[config.mk]
export PLATFORM = sky130hd
export DESIGN_NAME = rob_top
export DESIGN_NICKNAME = d
export VERILOG_FILES = /design/src/verilog/rob_pkg.sv /design/src/verilog/rob_entry_table.sv /design/src/verilog/rob_pointer_ctrl.sv /design/src/verilog/rob_retire_stage.sv /design/src/verilog/rob_squash_unit.sv /design/src/verilog/rob_top.sv
export SDC_FILE = /design/constraint.sdc
export NUM_CORES = 2
export LEC_CHECK = 0
export BUFFER_PORTS_ARGS = -buffer_cell sky130_fd_sc_hd__buf_2
export CAP_MARGIN = 20
export CELL_PAD_IN_SITES_DETAIL_PLACEMENT = 1
export CELL_PAD_IN_SITES_GLOBAL_PLACEMENT = 1
export CORE_AREA = 2 2 349 351
export CTS_BUF_LIST = sky130_fd_sc_hd__clkbuf_8
export DETAILED_ROUTE_END_ITERATION = 6
export DIE_AREA = 0 0 351 353
export GPL_TIMING_DRIVEN = 0
export PLACE_DENSITY_LB_ADDON = 0.1
export RECOVER_POWER = 100
export SYNTH_ARGS = -nofsm -noshare
export SYNTH_HDL_FRONTEND = slang
export SYNTH_SLANG_ARGS = --single-unit
[constraint.sdc]
create_clock -name clock -period 12.16 [get_ports clock]
set_input_delay 1.216 -clock clock [delete_from_list [all_inputs] [get_ports clock]]
set_output_delay 1.216 -clock clock [all_outputs]
set_load 0.02 [all_outputs]
[src/verilog/rob_pkg.sv]
package rob_pkg;

    // ======================================================================
    // sizes
    // ======================================================================

    // entries in the buffer
    localparam int ROB_DEPTH = 16;
    // architectural register file
    localparam int ARCH_REGS = 32;
    // physical register file
    localparam int PHYS_REGS = 64;
    // result width
    localparam int XLEN      = 32;
    // writeback ports into the buffer
    localparam int WB_PORTS  = 2;

    // derived widths
    localparam int ROB_IDX_W  = $clog2(ROB_DEPTH);
    localparam int ARCH_REG_W = $clog2(ARCH_REGS);
    localparam int PHYS_REG_W = $clog2(PHYS_REGS);

    // ======================================================================
    // types
    // ======================================================================

    // slot index, wraps at ROB_DEPTH
    typedef logic [ROB_IDX_W-1:0]  rob_idx_t;
    // occupancy, one extra bit so that a full buffer fits
    typedef logic [ROB_IDX_W:0]    rob_count_t;

    typedef logic [ARCH_REG_W-1:0] arch_reg_t;
    typedef logic [PHYS_REG_W-1:0] phys_reg_t;
    typedef logic [XLEN-1:0]       data_t;

    // one bit per physical register, for the free list
    typedef logic [PHYS_REGS-1:0]  phys_mask_t;

    // per-entry life cycle
    typedef enum logic [1:0] {
        ENTRY_FREE   = 2'd0,
        ENTRY_ISSUED = 2'd1,
        ENTRY_DONE   = 2'd2
    } entry_status_t;

endpackage

[src/verilog/rob_entry_table.sv]
module rob_entry_table import rob_pkg::*; (
    input  logic                           clock,
    input  logic                           reset,

    // allocation at the tail
    input  logic                           alloc_i,
    input  rob_idx_t                       tail_i,
    input  logic                           dispatch_rd_wen_i,
    input  arch_reg_t                      dispatch_rd_arch_i,
    input  phys_reg_t                      dispatch_new_prf_i,
    input  phys_reg_t                      dispatch_old_prf_i,

    // completion reports in any order
    input  logic      [WB_PORTS-1:0]       wb_valid_i,
    input  rob_idx_t  [WB_PORTS-1:0]       wb_idx_i,
    input  data_t     [WB_PORTS-1:0]       wb_value_i,
    input  logic      [WB_PORTS-1:0]       wb_exception_i,

    // retirement at the head
    input  logic                           retire_i,
    input  rob_idx_t                       head_i,

    // entries killed by a mispredict
    input  logic      [ROB_DEPTH-1:0]      squash_mask_i,

    // whole-table views for the squash unit
    output entry_status_t [ROB_DEPTH-1:0]  status_vec_o,
    output phys_reg_t [ROB_DEPTH-1:0]      new_prf_vec_o,
    output logic      [ROB_DEPTH-1:0]      rd_wen_vec_o,

    // head entry for the retire stage
    output entry_status_t                  head_status_o,
    output logic                           head_rd_wen_o,
    output arch_reg_t                      head_rd_arch_o,
    output phys_reg_t                      head_new_prf_o,
    output phys_reg_t                      head_old_prf_o,
    output data_t                          head_value_o,
    output logic                           head_exception_o
);

    // ======================================================================
    // storage
    // ======================================================================

    entry_status_t [ROB_DEPTH-1:0] status_q;
    logic          [ROB_DEPTH-1:0] rd_wen_q;
    phys_reg_t     [ROB_DEPTH-1:0] new_prf_q;
    arch_reg_t                     rd_arch_q   [ROB_DEPTH];
    phys_reg_t                     old_prf_q   [ROB_DEPTH];
    data_t                         value_q     [ROB_DEPTH];
    logic                          exception_q [ROB_DEPTH];

    // per-entry status
    always_ff @(posedge clock) begin
        if (reset) begin
            for (int i = 0; i < ROB_DEPTH; i++) begin
                status_q[i] <= ENTRY_FREE;
            end
        end else begin
            if (alloc_i) begin
                status_q[tail_i] <= ENTRY_ISSUED;
            end
            // completions from both ports
            for (int p = 0; p < WB_PORTS; p++) begin
                if (wb_valid_i[p]) begin
                    status_q[wb_idx_i[p]] <= ENTRY_DONE;
                end
            end
            if (retire_i) begin
                status_q[head_i] <= ENTRY_FREE;
            end
            // squash last so it overrides everything above
            for (int i = 0; i < ROB_DEPTH; i++) begin
                if (squash_mask_i[i]) begin
                    status_q[i] <= ENTRY_FREE;
                end
            end
        end
    end

    // payload fields
    always_ff @(posedge clock) begin
        if (alloc_i) begin
            rd_wen_q[tail_i]  <= dispatch_rd_wen_i;
            rd_arch_q[tail_i] <= dispatch_rd_arch_i;
            new_prf_q[tail_i] <= dispatch_new_prf_i;
            old_prf_q[tail_i] <= dispatch_old_prf_i;
        end
        for (int p = 0; p < WB_PORTS; p++) begin
            if (wb_valid_i[p]) begin
                value_q[wb_idx_i[p]]     <= wb_value_i[p];
                exception_q[wb_idx_i[p]] <= wb_exception_i[p];
            end
        end
    end

    // ======================================================================
    // read side
    // ======================================================================

    assign status_vec_o  = status_q;
    assign new_prf_vec_o = new_prf_q;
    assign rd_wen_vec_o  = rd_wen_q;

    assign head_status_o    = status_q[head_i];
    assign head_rd_wen_o    = rd_wen_q[head_i];
    assign head_rd_arch_o   = rd_arch_q[head_i];
    assign head_new_prf_o   = new_prf_q[head_i];
    assign head_old_prf_o   = old_prf_q[head_i];
    assign head_value_o     = value_q[head_i];
    assign head_exception_o = exception_q[head_i];

endmodule

[src/verilog/rob_pointer_ctrl.sv]
module rob_pointer_ctrl import rob_pkg::*; (
    input  logic       clock,
    input  logic       reset,

    // dispatch side
    input  logic       dispatch_valid_i,
    output logic       dispatch_ready_o,
    output logic       alloc_o,

    // branch recovery
    input  logic       mispredict_i,
    input  rob_idx_t   mispredict_idx_i,
    input  rob_count_t squash_count_i,

    // retire side
    input  logic       retire_i,

    output rob_idx_t   head_o,
    output rob_idx_t   tail_o
);

    rob_idx_t   head_q;
    rob_idx_t   tail_q;
    rob_count_t count_q;
    logic       full;

    assign full = (count_q == rob_count_t'(ROB_DEPTH));

    // no allocation while recovering from a mispredict
    assign dispatch_ready_o = !full && !mispredict_i;
    assign alloc_o          = dispatch_valid_i && dispatch_ready_o;

    assign head_o = head_q;
    assign tail_o = tail_q;

    always_ff @(posedge clock) begin
        if (reset) begin
            head_q  <= '0;
            tail_q  <= '0;
            count_q <= '0;
        end else begin
            // oldest entry leaves
            if (retire_i) begin
                head_q <= rob_idx_t'(head_q + 1'b1);
            end

            if (mispredict_i) begin
                // tail snaps back to just past the branch
                tail_q  <= rob_idx_t'(mispredict_idx_i + 1'b1);
                count_q <= rob_count_t'(count_q - squash_count_i);
            end else begin
                if (alloc_o) begin
                    tail_q <= rob_idx_t'(tail_q + 1'b1);
                end
                // alloc and retire in the same cycle cancel out
                case ({alloc_o, retire_i})
                    2'b10:   count_q <= rob_count_t'(count_q + 1'b1);
                    2'b01:   count_q <= rob_count_t'(count_q - 1'b1);
                    default: count_q <= count_q;
                endcase
            end
        end
    end

endmodule

[src/verilog/rob_retire_stage.sv]
module rob_retire_stage import rob_pkg::*; (
    input  logic          clock,
    input  logic          reset,

    // head entry of the table
    input  entry_status_t head_status_i,
    input  logic          head_rd_wen_i,
    input  arch_reg_t     head_rd_arch_i,
    input  phys_reg_t     head_new_prf_i,
    input  phys_reg_t     head_old_prf_i,
    input  data_t         head_value_i,
    input  logic          head_exception_i,

    input  logic          mispredict_i,
    input  logic          commit_ready_i,

    output logic          retire_o,

    // registered commit slot
    output logic          commit_valid_o,
    output logic          commit_rd_wen_o,
    output arch_reg_t     commit_rd_arch_o,
    output phys_reg_t     commit_new_prf_o,
    output phys_reg_t     commit_old_prf_o,
    output data_t         commit_value_o,
    output logic          commit_exception_o
);

    logic slot_free;

    // slot empty now, or emptied at this edge
    assign slot_free = !commit_valid_o || commit_ready_i;

    // in order only, and never during recovery
    assign retire_o = (head_status_i == ENTRY_DONE) && slot_free && !mispredict_i;

    always_ff @(posedge clock) begin
        if (reset) begin
            commit_valid_o <= 1'b0;
        end else if (retire_o) begin
            commit_valid_o <= 1'b1;
        end else if (commit_ready_i) begin
            commit_valid_o <= 1'b0;
        end
    end

    // data held stable under back-pressure
    always_ff @(posedge clock) begin
        if (retire_o) begin
            commit_rd_wen_o    <= head_rd_wen_i;
            commit_rd_arch_o   <= head_rd_arch_i;
            commit_new_prf_o   <= head_new_prf_i;
            commit_old_prf_o   <= head_old_prf_i;
            commit_value_o     <= head_value_i;
            commit_exception_o <= head_exception_i;
        end
    end

endmodule

[src/verilog/rob_squash_unit.sv]
module rob_squash_unit import rob_pkg::*; (
    input  logic                          clock,
    input  logic                          reset,

    input  logic                          mispredict_i,
    input  rob_idx_t                      mispredict_idx_i,
    input  rob_idx_t                      head_i,
    input  rob_idx_t                      tail_i,

    input  entry_status_t [ROB_DEPTH-1:0] status_vec_i,
    input  phys_reg_t [ROB_DEPTH-1:0]     new_prf_vec_i,
    input  logic      [ROB_DEPTH-1:0]     rd_wen_vec_i,

    output logic      [ROB_DEPTH-1:0]     squash_mask_o,
    output rob_count_t                    squash_count_o,

    // to the free list, one cycle after the mispredict
    output logic                          squash_free_valid_o,
    output phys_mask_t                    squash_free_mask_o
);

    // number of entries strictly younger than the branch
    rob_idx_t   kill_span;
    // distance of each slot past the branch
    rob_idx_t   branch_off [ROB_DEPTH];
    rob_count_t live_count;
    rob_count_t survivors;
    phys_mask_t free_mask_d;

    assign kill_span = rob_idx_t'(tail_i - mispredict_idx_i - 1'b1);

    always_comb begin
        squash_mask_o = '0;
        live_count    = '0;
        free_mask_d   = '0;
        for (int i = 0; i < ROB_DEPTH; i++) begin
            branch_off[i] = rob_idx_t'(rob_idx_t'(i) - mispredict_idx_i - 1'b1);
            if (status_vec_i[i] != ENTRY_FREE) begin
                live_count = rob_count_t'(live_count + 1'b1);
                // younger than the branch and not past the tail
                if (mispredict_i && (branch_off[i] < kill_span)) begin
                    squash_mask_o[i] = 1'b1;
                end
            end
            // only register-writing entries own a new physical reg
            if (squash_mask_o[i] && rd_wen_vec_i[i]) begin
                free_mask_d[new_prf_vec_i[i]] = 1'b1;
            end
        end
    end

    // branch itself and everything older stay
    assign survivors      = rob_count_t'({1'b0, rob_idx_t'(mispredict_idx_i - head_i)} + 1'b1);
    assign squash_count_o = rob_count_t'(live_count - survivors);

    always_ff @(posedge clock) begin
        if (reset) begin
            squash_free_valid_o <= 1'b0;
        end else begin
            squash_free_valid_o <= mispredict_i;
        end
    end

    // bitmap held until the next mispredict
    always_ff @(posedge clock) begin
        if (mispredict_i) begin
            squash_free_mask_o <= free_mask_d;
        end
    end

endmodule

[src/verilog/rob_top.sv]
module rob_top import rob_pkg::*; (
    input  logic                     clock,
    input  logic                     reset,

    // dispatch
    input  logic                     dispatch_valid_i,
    input  logic                     dispatch_rd_wen_i,
    input  arch_reg_t                dispatch_rd_arch_i,
    input  phys_reg_t                dispatch_new_prf_i,
    input  phys_reg_t                dispatch_old_prf_i,
    output logic                     dispatch_ready_o,
    output rob_idx_t                 dispatch_idx_o,

    // writeback
    input  logic     [WB_PORTS-1:0]  wb_valid_i,
    input  rob_idx_t [WB_PORTS-1:0]  wb_idx_i,
    input  data_t    [WB_PORTS-1:0]  wb_value_i,
    input  logic     [WB_PORTS-1:0]  wb_exception_i,

    // commit
    output logic                     commit_valid_o,
    output logic                     commit_rd_wen_o,
    output arch_reg_t                commit_rd_arch_o,
    output phys_reg_t                commit_new_prf_o,
    output phys_reg_t                commit_old_prf_o,
    output data_t                    commit_value_o,
    output logic                     commit_exception_o,
    input  logic                     commit_ready_i,

    // mispredict recovery
    input  logic                     mispredict_i,
    input  rob_idx_t                 mispredict_idx_i,
    output logic                     squash_free_valid_o,
    output phys_mask_t               squash_free_mask_o
);

    // ======================================================================
    // internal nets
    // ======================================================================

    logic                          alloc;
    logic                          retire;
    rob_idx_t                      head;
    rob_idx_t                      tail;
    logic          [ROB_DEPTH-1:0] squash_mask;
    rob_count_t                    squash_count;
    entry_status_t [ROB_DEPTH-1:0] status_vec;
    phys_reg_t     [ROB_DEPTH-1:0] new_prf_vec;
    logic          [ROB_DEPTH-1:0] rd_wen_vec;

    entry_status_t head_status;
    logic          head_rd_wen;
    arch_reg_t     head_rd_arch;
    phys_reg_t     head_new_prf;
    phys_reg_t     head_old_prf;
    data_t         head_value;
    logic          head_exception;

    // next accepted instruction lands at the tail
    assign dispatch_idx_o = tail;

    // ======================================================================
    // units
    // ======================================================================

    rob_pointer_ctrl i_pointer_ctrl (
        .clock            (clock),
        .reset            (reset),
        .dispatch_valid_i (dispatch_valid_i),
        .dispatch_ready_o (dispatch_ready_o),
        .alloc_o          (alloc),
        .mispredict_i     (mispredict_i),
        .mispredict_idx_i (mispredict_idx_i),
        .squash_count_i   (squash_count),
        .retire_i         (retire),
        .head_o           (head),
        .tail_o           (tail)
    );

    rob_entry_table i_entry_table (
        .clock              (clock),
        .reset              (reset),
        .alloc_i            (alloc),
        .tail_i             (tail),
        .dispatch_rd_wen_i  (dispatch_rd_wen_i),
        .dispatch_rd_arch_i (dispatch_rd_arch_i),
        .dispatch_new_prf_i (dispatch_new_prf_i),
        .dispatch_old_prf_i (dispatch_old_prf_i),
        .wb_valid_i         (wb_valid_i),
        .wb_idx_i           (wb_idx_i),
        .wb_value_i         (wb_value_i),
        .wb_exception_i     (wb_exception_i),
        .retire_i           (retire),
        .head_i             (head),
        .squash_mask_i      (squash_mask),
        .status_vec_o       (status_vec),
        .new_prf_vec_o      (new_prf_vec),
        .rd_wen_vec_o       (rd_wen_vec),
        .head_status_o      (head_status),
        .head_rd_wen_o      (head_rd_wen),
        .head_rd_arch_o     (head_rd_arch),
        .head_new_prf_o     (head_new_prf),
        .head_old_prf_o     (head_old_prf),
        .head_value_o       (head_value),
        .head_exception_o   (head_exception)
    );

    rob_squash_unit i_squash_unit (
        .clock               (clock),
        .reset               (reset),
        .mispredict_i        (mispredict_i),
        .mispredict_idx_i    (mispredict_idx_i),
        .head_i              (head),
        .tail_i              (tail),
        .status_vec_i        (status_vec),
        .new_prf_vec_i       (new_prf_vec),
        .rd_wen_vec_i        (rd_wen_vec),
        .squash_mask_o       (squash_mask),
        .squash_count_o      (squash_count),
        .squash_free_valid_o (squash_free_valid_o),
        .squash_free_mask_o  (squash_free_mask_o)
    );

    rob_retire_stage i_retire_stage (
        .clock              (clock),
        .reset              (reset),
        .head_status_i      (head_status),
        .head_rd_wen_i      (head_rd_wen),
        .head_rd_arch_i     (head_rd_arch),
        .head_new_prf_i     (head_new_prf),
        .head_old_prf_i     (head_old_prf),
        .head_value_i       (head_value),
        .head_exception_i   (head_exception),
        .mispredict_i       (mispredict_i),
        .commit_ready_i     (commit_ready_i),
        .retire_o           (retire),
        .commit_valid_o     (commit_valid_o),
        .commit_rd_wen_o    (commit_rd_wen_o),
        .commit_rd_arch_o   (commit_rd_arch_o),
        .commit_new_prf_o   (commit_new_prf_o),
        .commit_old_prf_o   (commit_old_prf_o),
        .commit_value_o     (commit_value_o),
        .commit_exception_o (commit_exception_o)
    );

endmodule
### After elaboration in Yosys (flattened, before gate mapping)

Memory sizes are Yosys's and may differ from the RTL's. A register that Yosys moved wholly into a read port is not among the register bits.
Index checks and enable logic that the tools add are counted.

| word-level totals | value |
|---|---|
| bits in registers | 230 |
| bits in writable memories | 704 |
| input port bits | 103 |
| output and inout port bits | 122 |
| logic and storage cells | 419 |
| memories | 4 |

| cells by class | value |
|---|---|
| add/sub/neg operators | 58 |
| $lt $le $gt $ge | 56 |
| eq/ne operators | 4 |
| mux-type cells | 135 |
| bitwise gates (word level) | 26 |
| reductions and logical operators | 95 |

Memories:

| name | words | bits a word | rd ports | clocked after memory_dff | write ports | RTL line | text |
|---|---|---|---|---|---|---|---|
| i_entry_table.value_q | 16 | 32 | 1 | 1 | 2 | rob_entry_table.sv:50 | `data_t value_q [ROB_DEPTH];` |
| i_entry_table.old_prf_q | 16 | 6 | 1 | 1 | 1 | rob_entry_table.sv:49 | `phys_reg_t old_prf_q [ROB_DEPTH];` |
| i_entry_table.rd_arch_q | 16 | 5 | 1 | 1 | 1 | rob_entry_table.sv:48 | `arch_reg_t rd_arch_q [ROB_DEPTH];` |
| i_entry_table.exception_q | 16 | 1 | 1 | 1 | 2 | rob_entry_table.sv:51 | `logic exception_q [ROB_DEPTH];` |

Operators with widths:

| operator | number |
|---|---|
| two-way mux 64 bit | 16 |
| bitwise OR 64 bit | 15 |
| two-way mux 32 bit | 7 |
| < comparator 6 x 7 -> 1 bit (second input constant) | 16 |
| bitwise mux 96 bit | 1 |
| demux 1 bit (select 6 bit) | 16 |
| greater-or-equal comparator 6 x 1 -> 1 bit (second input constant) | 16 |
| two-way mux 5 bit | 16 |
| adder 5 x 1 -> 5 bit (second input constant) | 15 |
| subtractor 4 x 1 -> 4 bit (second input constant) | 17 |
| < comparator 4 bit | 16 |
| two-way mux 1 bit | 59 |
| logical AND 1 bit | 56 |
| AND 16 bit | 3 |
| inverter 16 bit | 3 |
| bitwise OR 16 bit | 3 |
| nonzero test 2 bit | 18 |
| AND 32 bit | 1 |
| demux 2 bit (select 4 bit) | 4 |
| inverter 32 bit | 1 |
| OR reduction 2 bit | 16 |
| subtractor 4 bit (first input constant) | 8 |
| binary-select mux 6 bit (select 4 bit) | 1 |
| demux 6 bit (select 4 bit) | 1 |
| 25 further kinds | 49 |

### Longest topological paths before layout

| depth | value |
|---|---|
| depth in word-level cells | 38 |
| depth in mapped cells | 56 |
| mapped depth without buffers | 56 |

### Cells and area by module

Synthesis repeated with hierarchy kept, for this count alone.

| unflattened totals | value |
|---|---|
| cell total of the unflattened synthesis | 4109 |
| area total of the unflattened synthesis | 54222.0 sq um |

Modules (own cells, without submodules):

| module | instances | cells each | area an instance (sq um) |
|---|---|---|---|
| rob_entry_table | 1 | 2157 | 39037.4 |
| rob_squash_unit | 1 | 1799 | 12728.5 |
| rob_retire_stage | 1 | 56 | 1581.5 |
| rob_pointer_ctrl | 1 | 97 | 874.6 |

### Worst setup path after synthesis

Ideal clock, no wire load.

| path | value |
|---|---|
| path type | register to register |
| start | reg i_entry_table.status_q (netlist bit i_entry_table.status_vec_o[1]) |
| end | reg i_pointer_ctrl.count_q[4] |
| setup time | 0.079 ns |
| arrival time | 10.687 ns |
| data required time | 12.081 ns |
| slack | 1.394 ns |
| stages on the path, launching flop included | 56 |
| buffers on the path | 0 |
| cells stage by stage | dfxtp_1 > or2_2 > ha_1 > or3_1 > and2_1 > ha_1 > o21a_1 > a31oi_1 > inv_1 > ha_1 > nand2_1 > nand3_1 > ha_1 > nor2_1 > a41oi_1 > ha_1 > nor2_1 > or2_1 > (+20 left out) > ha_1 > mux2i_1 > inv_1 > ha_1 > o21ai_0 > xor2_1 > xnor2_1 > fa_1 > ha_1 > a21o_1 > a21oi_1 > xnor2_1 > xnor2_1 > xnor2_1 > xnor2_1 > xnor2_1 > xnor2_1 > a211oi_2 |

| on the way | value |
|---|---|
| longest elaborated chain between the ends | 35 |
| elaborated cells between the ends (all ways) | 44 |
| those cells by class | add/sub (17); eq/ne (3); mux (20); reduce/logical (4) |

Ends and longest elaborated chain:

| what | RTL line | text |
|---|---|---|
| from (decl) | rob_entry_table.sv:45 | `entry_status_t [ROB_DEPTH-1:0] status_q;` |
| from (signal, indexed assignment) | rob_entry_table.sv:57 | `status_q[i] <= ENTRY_FREE;` |
| from (signal, indexed assignment) | rob_entry_table.sv:61 | `status_q[tail_i] <= ENTRY_ISSUED;` |
| from (signal, indexed assignment) | rob_entry_table.sv:66 | `status_q[wb_idx_i[p]] <= ENTRY_DONE;` |
| nonzero test 2 bit | rob_squash_unit.sv:38 | `if (status_vec_i[i] != ENTRY_FREE) begin` |
| two-way mux 1 bit | rob_squash_unit.sv:38 |  |
| adder 1 x 1 -> 2 bit | rob_squash_unit.sv:39 | `live_count = rob_count_t'(live_count + 1'b1);` |
| two-way mux 5 bit | rob_squash_unit.sv:38 |  |
| adder 5 x 1 -> 5 bit | rob_squash_unit.sv:39 |  |
| two-way mux 5 bit | rob_squash_unit.sv:38 |  |
| adder 5 x 1 -> 5 bit | rob_squash_unit.sv:39 |  |
| two-way mux 5 bit | rob_squash_unit.sv:38 |  |
| (+19 left out) | -- |  |
| two-way mux 5 bit | rob_squash_unit.sv:38 |  |
| adder 5 x 1 -> 5 bit | rob_squash_unit.sv:39 |  |
| two-way mux 5 bit | rob_squash_unit.sv:38 |  |
| adder 5 x 1 -> 5 bit | rob_squash_unit.sv:39 |  |
| two-way mux 5 bit | rob_squash_unit.sv:38 |  |
| subtractor 5 bit | rob_squash_unit.sv:54 | `assign squash_count_o = rob_count_t'(live_count - survivors);` |
| subtractor 5 bit | rob_pointer_ctrl.sv:50 | `count_q <= rob_count_t'(count_q - squash_count_i);` |
| two-way mux 5 bit | rob_pointer_ctrl.sv:47 | `if (mispredict_i) begin` |
| to (signal assigned) | rob_pointer_ctrl.sv:50 |  |
| to (signal assigned) | rob_pointer_ctrl.sv:57 | `2'b10: count_q <= rob_count_t'(count_q + 1'b1);` |
| to (signal assigned) | rob_pointer_ctrl.sv:58 | `2'b01: count_q <= rob_count_t'(count_q - 1'b1);` |
| to (decl) | rob_pointer_ctrl.sv:24 | `rob_count_t count_q;` |

Several ways; a longest one is shown, not always the timed one. The select of a mux whose other input is x is not followed.
A chain may end at the register's enable or synchronous reset.

### Worst setup path in the final report

Ends and elaborated chain as after synthesis.

==> metrics <==
first-pass GRT wire length 328 mm; clock-pin transition on the worst setup and hold timing paths 0.06 ns; number of standard cells in the layout, taps in and fillers out 6228; asr flop ratio synth 0%; Via Count 41400; Root Buffer sky130_fd_sc_hd__clkbuf_8; post-route core utilization 50.4%; die outline area 124000 sq um; post-synthesis instance area 53600 sq um; leading cell type in the layout, fill and taps excluded sky130_fd_sc_hd__edfxtp_1; source of the worst hold timing path i_entry_table.status_vec_o[27]$_SDFF_PP0_; leakage power 19.1 nW; R2R cell count 55; end of the worst register-to-register path i_pointer_ctrl.count_q[4]$_SDFFE_PP0P_; starting density of the core 44.4%; Avg Synthesized Cell Area 13.6 sq um; number of storage elements in the synthesis netlist 978; area used by multi-input combinational logic 23300 sq um; half-perimeter wire length after placement 175 mm; relative area change from synthesis to final layout 13.4%; depth of the CTS H-tree 4; Avg Vias per Cell 6.65; clock latency at the later pin of the worst-skew pair 0.96 ns; total of hold buffers inserted after clock tree synthesis 0; sequential fraction of the synthesis area 54.0%; transition time at the pin with the least slew margin 3.84 ns; CTS buffer count 168; Max transition margin -156%; commonest cells after routing, fill and taps aside sky130_fd_sc_hd__edfxtp_1, sky130_fd_sc_hd__mux2_2, sky130_fd_sc_hd__clkbuf_1; peak clock frequency supported by timing 87.0 MHz; crit path buf inv count 4; CTS tree yes; Nets 4618; final worst setup slack 0.664 ns; critical path's largest stage delay 0.45 ns; Final setup violation count 0; flip-flop cell with the highest count after synthesis sky130_fd_sc_hd__edfxtp_1; final worst-path cycle share 94.5%; Hold Fails Final Rpt 0; overall die width 351 microns; violations in the final reports capacitance limit, slew limit; cell area after layout 60700 sq um; standard cell with the maximum stage delay on the critical path sky130_fd_sc_hd__fa_1; largest fanout of any net on the critical path 5; crit path capture type flip-flop; reg-to-reg startpoint i_entry_table.status_vec_o[1]$_SDFF_PP0_; Initial DRT Pass Iterations 5; area taken by flip-flops and latches 28900 sq um; cell count after synthesis 3935; share of the synthesized area in the top cell type 52.2%; total chip power 7.60 mW; hold slack final 0.515 ns; maximum buffer depth of the clock tree 3; clk sinks 978; proportion of layout cells with a drive suffix above 1 26.6%; crit path time final 11.50 ns; Worst Path Required 12.93 ns; Max IR drop VDD 0.106 mV; final routed DRC violation total 0; grt ovf 0; accumulated negative setup slack 0 ns; GPL Wtd Cong 1.09; Arrival @ worst endpoint 12.27 ns; wire length per cell after detailed routing 38.2 microns; FF-to-FF setup slack 0.66 ns; status finished, violations left; Final Routed Wirelength 238 mm; hold-critical path depth 2; antenna violations before repair 22; total instance count after detailed placement 5887; number of cell rows 128; Placed Instance Area 58700 sq um; worst min path class flip-flop to flip-flop; Critical Setup Path Class flip-flop to flip-flop; number of DRC markers after the initial detailed-route iteration 5173; number of synthesized flops with an enable pin 931; IO buf count 221; Vert. Die Dim 353 microns; hold endpoint i_entry_table.status_vec_o[27]$_SDFF_PP0_; number of max-slew violations in the final report 494; Top Ports 225; library cell occupying the most area in the post-synthesis netlist sky130_fd_sc_hd__edfxtp_1; max-cap violations 38; critical path startpoint category flip-flop; core area 121000 sq um; largest net degree at the start of global routing 65; # fillers 12300; vias in the first global route 41700; leading post-synthesis cells by cell area sky130_fd_sc_hd__edfxtp_1, sky130_fd_sc_hd__mux2_2, sky130_fd_sc_hd__mux4_2, sky130_fd_sc_hd__clkbuf_1, sky130_fd_sc_hd__nor2_1; number of distinct library cell variants in the gate-level netlist after synthesis 76; Worst Skew 0.0972 ns; cell mode on critical path sky130_fd_sc_hd__ha_1; Ys Warns 0; power density over the cells 125 nW/um^2; count of nets left with antenna violations after detail routing 0; Top delay family on crit path adder cells; net count of the mapped netlist 4104; combined global-route utilization of all metal layers 38.1%; Post-Place Worst Slack -0.0321 ns
[per-layer routing]
| layer | vias to the layer above | track usage (%) | share of wire (%) |
|---|---|---|---|
| met5 | - | 0 | 0.036 |
| met4 | 14 | 22.7 | 7.0 |
| met3 | 673 | 7.69 | 8.4 |
| met2 | 2414 | 58.5 | 45 |
| met1 | 21400 | 50.0 | 39 |
| li1 | 16900 | - | - |
[cells by family (layout without fill, tap and decap cells)]
logic type | Yosys count | after routing | share of synthesized area (%)
AOI/OAI and AO/OA | 707 | 707 | 9.35
xor gates and xnor gates | 70 | 70 | 1.39
adders and majority gates | 68 | 68 | 1.68
buffers and inverters | 397 | 1050 | 2.79
DFF | 978 | 978 | 54.0
muxes | 801 | 801 | 22.2
other | 0 | 15 | 0
and+or+nand+nor | 914 | 914 | 8.65
[tightest hold or removal path, cell delays in order (launching register included)]
cell and delay [ns]:
sky130_fd_sc_hd__dfxtp_1 0.34, sky130_fd_sc_hd__a21oi_1 0.07, sky130_fd_sc_hd__nor2_1 0.07
[repair_timing]
item,CTS,global route
hold endpoints to repair,0,0
resized for setup,1,16
cloned,0,0
pin swaps,0,4
setup buffers,0,3
endpoints found under the setup margin,1,1
[layout make-up]
class	count	area share [%]
diodes	15	0.0618
plain buffers	316	1.96
clock buffers	168	3.81
clock inverters	141	1.25
inverters	81	0.501
multi-input cells	2560	38.4
flip-flops and latches	978	47.6
well taps	1625	3.35
repair buffers	344	3.07
[synth_stat cells (7+ instances only)]
library cell and instances:
sky130_fd_sc_hd__nor2_1 267, sky130_fd_sc_hd__nand3b_1 52, sky130_fd_sc_hd__or3b_2 23, sky130_fd_sc_hd__nor2b_1 24, sky130_fd_sc_hd__a2111oi_0 28, sky130_fd_sc_hd__nand3_1 75, sky130_fd_sc_hd__nand4_1 17, sky130_fd_sc_hd__buf_1 41
sky130_fd_sc_hd__or3_1 27, sky130_fd_sc_hd__fa_1 7, sky130_fd_sc_hd__inv_1 79, sky130_fd_sc_hd__nor4_1 17, sky130_fd_sc_hd__o22ai_1 149, sky130_fd_sc_hd__mux2_2 532, sky130_fd_sc_hd__xor2_1 12, sky130_fd_sc_hd__nor3_1 79
sky130_fd_sc_hd__o221ai_1 66, sky130_fd_sc_hd__mux4_2 256, sky130_fd_sc_hd__ha_1 59, sky130_fd_sc_hd__nand2b_1 24, sky130_fd_sc_hd__and2_1 15, sky130_fd_sc_hd__dfxtp_1 47, sky130_fd_sc_hd__and3b_1 18, sky130_fd_sc_hd__or2_2 30
sky130_fd_sc_hd__a221oi_1 100, sky130_fd_sc_hd__clkbuf_1 273, sky130_fd_sc_hd__o21ai_0 87, sky130_fd_sc_hd__nor3b_1 36, sky130_fd_sc_hd__o2111ai_1 21, sky130_fd_sc_hd__a22oi_1 19, sky130_fd_sc_hd__a21oi_1 99, sky130_fd_sc_hd__edfxtp_1 931
sky130_fd_sc_hd__o32ai_1 12, sky130_fd_sc_hd__a211oi_1 35, sky130_fd_sc_hd__xnor2_1 46, sky130_fd_sc_hd__a221o_1 9, sky130_fd_sc_hd__a21o_1 12, sky130_fd_sc_hd__o211ai_1 22, sky130_fd_sc_hd__nand2_1 181, sky130_fd_sc_hd__and3_1 19
sky130_fd_sc_hd__mux2i_1 13
[flip-flops by register name, summed over array words and instances, names as in the netlist]
| register | flops |
|---|---|
| i_entry_table.value_q | 512 |
| i_entry_table.new_prf_vec_o | 96 |
| i_entry_table.old_prf_q | 96 |
| i_entry_table.rd_arch_q | 80 |
| i_squash_unit.squash_free_mask_o | 64 |
| i_entry_table.status_vec_o | 32 |
| i_retire_stage.commit_value_o | 32 |
| i_entry_table.exception_q | 16 |
| i_entry_table.rd_wen_vec_o | 16 |
| i_retire_stage.commit_new_prf_o | 6 |
| i_retire_stage.commit_old_prf_o | 6 |
| i_pointer_ctrl.count_q | 5 |
| i_retire_stage.commit_rd_arch_o | 5 |
| i_pointer_ctrl.head_o | 4 |
| i_pointer_ctrl.tail_o | 4 |
| i_retire_stage.commit_exception_o | 1 |
| i_retire_stage.commit_rd_wen_o | 1 |
| i_retire_stage.commit_valid_o | 1 |
| i_squash_unit.squash_free_valid_o | 1 |
[report_power, final]
| part | internal [mW] | leakage, nW | switching (mW) |
|---|---|---|---|
| logic | 0.386 | 8.49 | 0.548 |
| clock network | 1.36 | 1.77 | 1.46 |
| registers | 3.81 | 8.89 | 0.0438 |
| total | 5.55 | 19.1 | 2.05 |
[worst max path at each step]
stage	start	endpoint	slack, ns	depth (start not counted)
after floorplan	i_entry_table.status_vec_o[1]$_SDFF_PP0_	i_pointer_ctrl.count_q[4]$_SDFFE_PP0P_	1.39	55
after global placement	i_entry_table.status_vec_o[3]$_SDFF_PP0_	i_pointer_ctrl.count_q[4]$_SDFFE_PP0P_	0.14	55
after detailed placement	i_entry_table.status_vec_o[3]$_SDFF_PP0_	i_pointer_ctrl.count_q[4]$_SDFFE_PP0P_	-0.03	55
after CTS	i_entry_table.status_vec_o[1]$_SDFF_PP0_	i_pointer_ctrl.count_q[4]$_SDFFE_PP0P_	0.03	55
after global routing	i_entry_table.status_vec_o[1]$_SDFF_PP0_	i_pointer_ctrl.count_q[4]$_SDFFE_PP0P_	-0.03	55
final	i_entry_table.status_vec_o[1]$_SDFF_PP0_	i_pointer_ctrl.count_q[4]$_SDFFE_PP0P_	0.66	55
(Power assumes the default switching activity.)
